<file path="config.mk">
export PLATFORM = sky130hd
export DESIGN_NAME = y_roundrobin_flat
export DESIGN_NICKNAME = d
export VERILOG_FILES = /design/src/source/arb_cfg_pkg.sv /design/src/source/arb_types_pkg.sv /design/src/source/grp_arb_if.sv /design/src/source/priority_arb.sv /design/src/source/y_roundrobin.sv /design/src/flat_wrapper.sv
export SDC_FILE = /design/constraint.sdc
export NUM_CORES = 1
export LEC_CHECK = 0
export ABC_CLOCK_PERIOD_IN_PS = 1100
export BUFFER_PORTS_ARGS = -buffer_cell sky130_fd_sc_hd__buf_4
export CORE_AREA = 2 2 39 41
export DETAILED_ROUTE_END_ITERATION = 8
export DIE_AREA = 0 0 41 43
export GPL_ROUTABILITY_DRIVEN = 0
export PLACE_DENSITY = 0.6
export SETUP_SLACK_MARGIN = 0.5
export SYNTH_ARGS = -nofsm -noshare
export SYNTH_HDL_FRONTEND = slang
export SYNTH_SLANG_ARGS = --single-unit
export TNS_END_PERCENT = 1
</file>
<file path="constraint.sdc">
create_clock -name clk -period 1.1 [get_ports clk]
set_input_delay 0.055 -clock clk [delete_from_list [all_inputs] [get_ports clk]]
set_output_delay 0.055 -clock clk [all_outputs]
set_load 0.01 [all_outputs]
</file>
<file path="src/source/arb_cfg_pkg.sv">
//##########################################################################
// Sizing constants for the two-level round-robin arbiter.
// The top level takes its defaults from here and passes them down as
// module parameters. Code widths are derived, so only the group count
// and the group size need changing.
//##########################################################################

package arb_cfg_pkg;

  // Requesters inside one group
  localparam int GROUP_SIZE = 4;

  // Groups served by the group-level selector
  localparam int NUM_GROUPS = 4;

  // Total requesters seen at the top level
  localparam int NUM_REQ = NUM_GROUPS * GROUP_SIZE;

  // Binary position inside a group
  localparam int POS_W = (GROUP_SIZE > 1) ? $clog2(GROUP_SIZE) : 1;

  // Binary group number
  localparam int GRP_W = (NUM_GROUPS > 1) ? $clog2(NUM_GROUPS) : 1;

endpackage : arb_cfg_pkg

</file>
<file path="src/source/arb_types_pkg.sv">
//##########################################################################
// Shared types for the arbiter hierarchy: per-group request masks,
// in-group position codes and group identifiers. Widths come from the
// sizing package, so both packages must be compiled in that order.
//##########################################################################

package arb_types_pkg;

  // One bit per requester of a group
  typedef logic [arb_cfg_pkg::GROUP_SIZE-1:0] grp_mask_t;

  // Position of the winner inside its group
  typedef logic [arb_cfg_pkg::POS_W-1:0] pos_code_t;

  // Group number, used for the turn pointer and the grant id
  typedef logic [arb_cfg_pkg::GRP_W-1:0] grp_id_t;

endpackage : arb_types_pkg

</file>
<file path="src/source/grp_arb_if.sv">
//##########################################################################
// Link between the group selector and one in-group arbiter.
// The selector side hands over the request slice and the turn enable,
// the arbiter side returns its registered grant, the position code and
// the end-of-round release pulse. Plain levels, no handshake.
//##########################################################################

`timescale 1ns/1ps

interface grp_arb_if;

  // Request slice of this group, level
  arb_types_pkg::grp_mask_t req;
  // Group holds the arbitration turn
  logic                     en;
  // Registered one-hot grant
  arb_types_pkg::grp_mask_t gnt;
  // Registered winner position, aligned with gnt
  arb_types_pkg::pos_code_t pos;
  // Round finished, single cycle
  logic                     grp_release;

  modport sel (
    output req,
    output en,
    input  gnt,
    input  pos,
    input  grp_release
  );

  modport arb (
    input  req,
    input  en,
    output gnt,
    output pos,
    output grp_release
  );

endinterface : grp_arb_if

</file>
<file path="src/source/priority_arb.sv">
//##########################################################################
// Fixed-priority arbiter, bit 0 has the highest priority.
// Purely combinational: the output is one-hot on the lowest set
// request bit, or all zero when nothing is requested.
//##########################################################################

`timescale 1ns/1ps

module priority_arb #(
  parameter int WIDTH = 4
) (
  input  logic [WIDTH-1:0] req_i,
  output logic [WIDTH-1:0] gnt_o
);

  // Some lower-index request is already active
  logic [WIDTH-1:0] lower_req;

  // Nothing sits below bit 0
  assign lower_req[0] = 1'b0;

  // Ripple chain of lower requests
  for (genvar i = 1; i < WIDTH; i++) begin : g_chain
    assign lower_req[i] = lower_req[i-1] | req_i[i-1];
  end

  // A bit wins only if no lower bit is requesting
  assign gnt_o = req_i & ~lower_req;

endmodule : priority_arb

</file>
<file path="src/source/y_roundrobin.sv">
//##########################################################################
// Round-robin arbiter inside one group.
// A thermometer mask hides the requesters already served in the current
// round; the lowest masked request wins. Grant and position code are
// registered, so the grant trails the request by one clock. The release
// pulse tells the group selector that this round is over.
//##########################################################################

`timescale 1ns/1ps

module y_roundrobin #(
  parameter int GROUP_SIZE = arb_cfg_pkg::GROUP_SIZE
) (
  input logic   clk,
  input logic   reset,
  grp_arb_if.arb grp
);

  // Positions still eligible in this round
  arb_types_pkg::grp_mask_t mask_q;
  arb_types_pkg::grp_mask_t nxt_mask;

  // Requests left after masking
  logic [GROUP_SIZE-1:0] mask_req;
  // One-hot winner among masked requests
  logic [GROUP_SIZE-1:0] mask_gnt;
  // Positions strictly above the winner
  logic [GROUP_SIZE-1:0] above_win;

  arb_types_pkg::pos_code_t win_pos;
  logic                     round_end;

  // Registered outputs
  arb_types_pkg::grp_mask_t gnt_q;
  arb_types_pkg::pos_code_t pos_q;

  assign mask_req = grp.req & mask_q;

  priority_arb #(
    .WIDTH (GROUP_SIZE)
  ) u_masked_arb (
    .req_i (mask_req),
    .gnt_o (mask_gnt)
  );

  // Winner bit and every bit below it cleared, rest set
  assign above_win = ~(mask_gnt | (mask_gnt - 1'b1));

  always_comb begin
    nxt_mask  = mask_q;
    win_pos   = '0;
    round_end = 1'b0;
    // One-hot to binary
    for (int i = 0; i < GROUP_SIZE; i++) begin
      if (mask_gnt[i]) begin
        win_pos = arb_types_pkg::pos_code_t'(i);
      end
    end
    if (|mask_req) begin
      // Next grant must come from above the winner
      nxt_mask  = above_win;
      // Nobody masked is left above, round ends here
      round_end = ~|(mask_req & above_win);
    end else if (|grp.req) begin
      // Only already-served requesters remain
      // Reload and give up the turn, no grant this cycle
      nxt_mask  = '1;
      round_end = 1'b1;
    end
  end

  // Release only while holding the turn
  assign grp.grp_release = grp.en & round_end;

  always_ff @(posedge clk or posedge reset) begin
    if (reset) begin
      mask_q <= '1;
      gnt_q  <= '0;
      pos_q  <= '0;
    end else if (grp.en) begin
      mask_q <= nxt_mask;
      gnt_q  <= mask_gnt;
      pos_q  <= win_pos;
    end else begin
      // Out of turn: fresh round next time, no grant
      mask_q <= '1;
      gnt_q  <= '0;
      pos_q  <= '0;
    end
  end

  assign grp.gnt = gnt_q;
  assign grp.pos = pos_q;

endmodule : y_roundrobin

</file>
<file path="src/flat_wrapper.sv">
// flat-port wrapper written by rule: the top's interface ports become plain ports
module y_roundrobin_flat 
#(
  parameter int GROUP_SIZE = arb_cfg_pkg::GROUP_SIZE
)
  (clk, reset, grp_req, grp_en, grp_gnt, grp_pos, grp_grp_release);
  grp_arb_if grp_i ();
  input logic clk;
  input logic reset;
  input wire logic [$bits(grp_i.req)-1:0] grp_req;
  input wire logic [$bits(grp_i.en)-1:0] grp_en;
  output wire logic [$bits(grp_i.gnt)-1:0] grp_gnt;
  output wire logic [$bits(grp_i.pos)-1:0] grp_pos;
  output wire logic [$bits(grp_i.grp_release)-1:0] grp_grp_release;
  assign grp_i.req = grp_req;
  assign grp_i.en = grp_en;
  assign grp_gnt = grp_i.gnt;
  assign grp_pos = grp_i.pos;
  assign grp_grp_release = grp_i.grp_release;
  y_roundrobin #(.GROUP_SIZE(GROUP_SIZE)) u_core (.clk(clk), .reset(reset), .grp(grp_i));
endmodule
</file>
==> impl_metrics.tcl <==
set metrics [dict create \
    status "finished, violations left" \
    violations "hold timing, setup timing" \
    total_power_w 0.000851 \
    grt_overflow 0 \
    pwr-share-comb_pct 19.7 \
    min_period_ns 1.35 \
    dr.pass1.iters 3 \
    p_leak_nw 0.300 \
    syn_area_um2 417 \
    cts-root-buf "clkbuf_4" \
    cts_tree "built" \
    crit_type "reg -> out" \
    final_util_pct 47.4 \
    grt_max_degree 11 \
    wl_um 823 \
    num_vias 364 \
    maxCapViolCount 0 \
    die_h_um 43 \
    die_w_um 41 \
    timing.critical_path.buf_inv 1 \
    grt_pass1_vias 317 \
    layout-drive-gt1-share_pct 57.6 \
    worstPathCellList "nand2_2 -> o211ai_1 -> a31oi_1 -> buf_4" \
    crit_arrival_ns 1.29 \
    cts_max_level 1 \
    p_clk_share_pct 31.6 \
    p_per_area_nw_per_um2 1300 \
    worst_pin_slew_ns 0.367 \
    syn_avg_cell_area_um2 10.7 \
    antenna_cells 0 \
    crit_path_max_fanout 4 \
    fin_nets 67 \
    fin_area_um2 656 \
    cp_slowest_cell "dfstp_2" \
    reg2regPathDepth 3 \
    min_period_over_period_pct 122 \
    io_pins 14 \
    start_kind "flip-flop" \
    cp_num_cells 4 \
    syn_nets 46 \
    dpl.hpwl_um 642 \
    port_buffers 13 \
    ys_ff_latch 10 \
    numCtsBuffers 3 \
    fmax_mhz 742 \
    power.switching_w 0.000225 \
    synth_warnings 0 \
    ys_types 17 \
    p_int_w 0.000625 \
    slew_headroom_pct 75.5 \
    ys_seq_area_share_pct 61.3 \
    layout_commonest_cell "buf_4" \
    crit_path_end_kind "primary output" \
    dieArea_um2 1760 \
    holdCritPathClass "in -> async" \
    routedWlPerCell_um 11.0 \
    floorplan.initialDensity_pct 30.1 \
    placed_cell_area_um2 569 \
    drv_slew 0 \
    required_ns 1.04 \
    fin_cells 75 \
    synthCells 39 \
    placed_cells 70 \
    vdd_ir_drop_max_uv 621 \
    syn2layout_area_growth_pct 57.4 \
    final_cell_mix "buf_4 (10), buf_6 (6), dfrtp_1 (6)" \
    path_clk_slew_ns 0.07 \
    hold-worst-slack_ns -0.239 \
    setup_violations 1 \
    final_antenna_net_count 0 \
    hold_viol_final 6 \
    ctsLongestPathBuffers 2 \
    switching_share_pct 26.5 \
    power_frac_seq_pct 48.7 \
    skew_ns 0.00555 \
    viasPerCell 4.85 \
    post-place-ws_ns 0.0189 \
    grt_pass1_wl_mm 1.35 \
    rows 14 \
    grt_setup_unrepaired "yes" \
    first_iter_violations 8 \
    drcViolationCount 0 \
    core-area_um2 1380 \
    clock_sinks 10 \
    setup_ws_ns -0.247 \
    critPathTopFamily "flip-flops" \
    antenna_found_initial 0 \
    critical_path.max_stage_delay_ns 0.54 \
    grt_util_all_layers_pct 11.6 \
    clkLatencyLatePin_ns 0.26 \
]
==> what timing repair did <==
| item | 4_1_cts | 5_1_grt |
|---|---|---|
| pin swaps | 7 | 3 |
| endpoints found under the setup margin | 17 | 17 |
| resized for setup | 10 | 3 |
| hold endpoints to repair | 6 | 6 |
| buffers inserted | 1 | 0 |
==> worst reg2reg max path: stages, from the launching register on <==
cell	delay, ns
dfstp_2	0.58
nand2_4	0.10
and2_1	0.17
a2bb2oi_1	0.13
==> per-stage QoR <==
step / hold slack [ns] / setup TNS, ns
after floorplan: -0.108 / 0
after global placement: 0.0521 / 0
after detailed placement: 0.0633 / 0
after CTS: -0.215 / -0.245
after global routing: -0.208 / -0.315
final: -0.239 / -0.247
==> synth_stat cells <==
master,n,area share [%]
nor2_1,4,3.6
a2bb2oi_1,1,2.1
a31oi_1,1,1.5
and2_1,2,3.0
o21ai_2,1,2.1
or4_4,1,2.7
dfrtp_1,6,36
a21oi_1,1,1.2
inv_1,1,0.90
nand3_1,4,4.8
nand2_1,7,6.3
o21ai_1,1,1.2
and3_2,1,1.8
dfstp_2,4,25
o22a_1,2,4.2
nor4_1,1,1.5
o211ai_1,1,1.8
==> flip-flops by register name, indices dropped and copies added, names as in the netlist <==
signal,cells
u_core.grp.pos,2
u_core.mask_q,4
u_core.grp.gnt,4
==> routing by layer <==
metal | routed length (um) | vias to the layer above | global-route usage (%)
li1 | - | 184 | -
met1 | 392 | 167 | 16.8
met4 | 16 | 0 | 8.00
met2 | 366 | 11 | 14.4
met5 | 0 | - | 0
met3 | 48 | 2 | 3.14
==> cell type report <==
cell class              instances  area (um^2)
repair buffers                 16          143
fillers                       142          728
inverters                       1         3.75
multi-input cells              28          208
flip-flops and latches         10          255
well taps                      16         20.0
clock buffers                   4         26.3
==> path summary, 6_finish.rpt <==
| kind | startpoint | end | slack, ns |
|---|---|---|---|
| setup / recovery | u_core.mask_q[1]$_DFFE_PP1P_ | grp_grp_release | -0.25 |
| hold / removal | reset | u_core.grp.gnt[1]$_DFF_PP0_ | -0.24 |
| setup reg to reg | u_core.mask_q[0]$_DFFE_PP1P_ | u_core.mask_q[1]$_DFFE_PP1P_ | 0.06 |
| hold reg to reg | u_core.mask_q[2]$_DFFE_PP1P_ | u_core.grp.gnt[2]$_DFF_PP0_ | 0.54 |
| max in group asynchronous | reset | u_core.mask_q[3]$_DFFE_PP1P_ | 1.03 |
| min in group clk | grp_en | u_core.mask_q[0]$_DFFE_PP1P_ | 0.01 |
==> logic make-up after synthesis <==
kind of cell / after synthesis / synth area share (%)
AO/OA/AOI/OAI: 8 / 14.1
buffers and inverters: 1 / 0.900
flip-flops: 10 / 61.3
AND/OR/NAND/NOR: 20 / 23.7
==> power by group through the flow <==
stage | Sequential [W] | Clock (W) | Combinational, W
2_1_floorplan | 0.000423 | 0 | 0.0000673
3_3_place_gp | 0.000417 | 0 | 0.000143
3_5_place_dp | 0.000417 | 0 | 0.000143
4_1_cts | 0.000414 | 0.000269 | 0.000164
5_1_grt | 0.000417 | 0.000292 | 0.000185
6_report | 0.000414 | 0.000269 | 0.000168
Power figures use the tool's default switching activity.
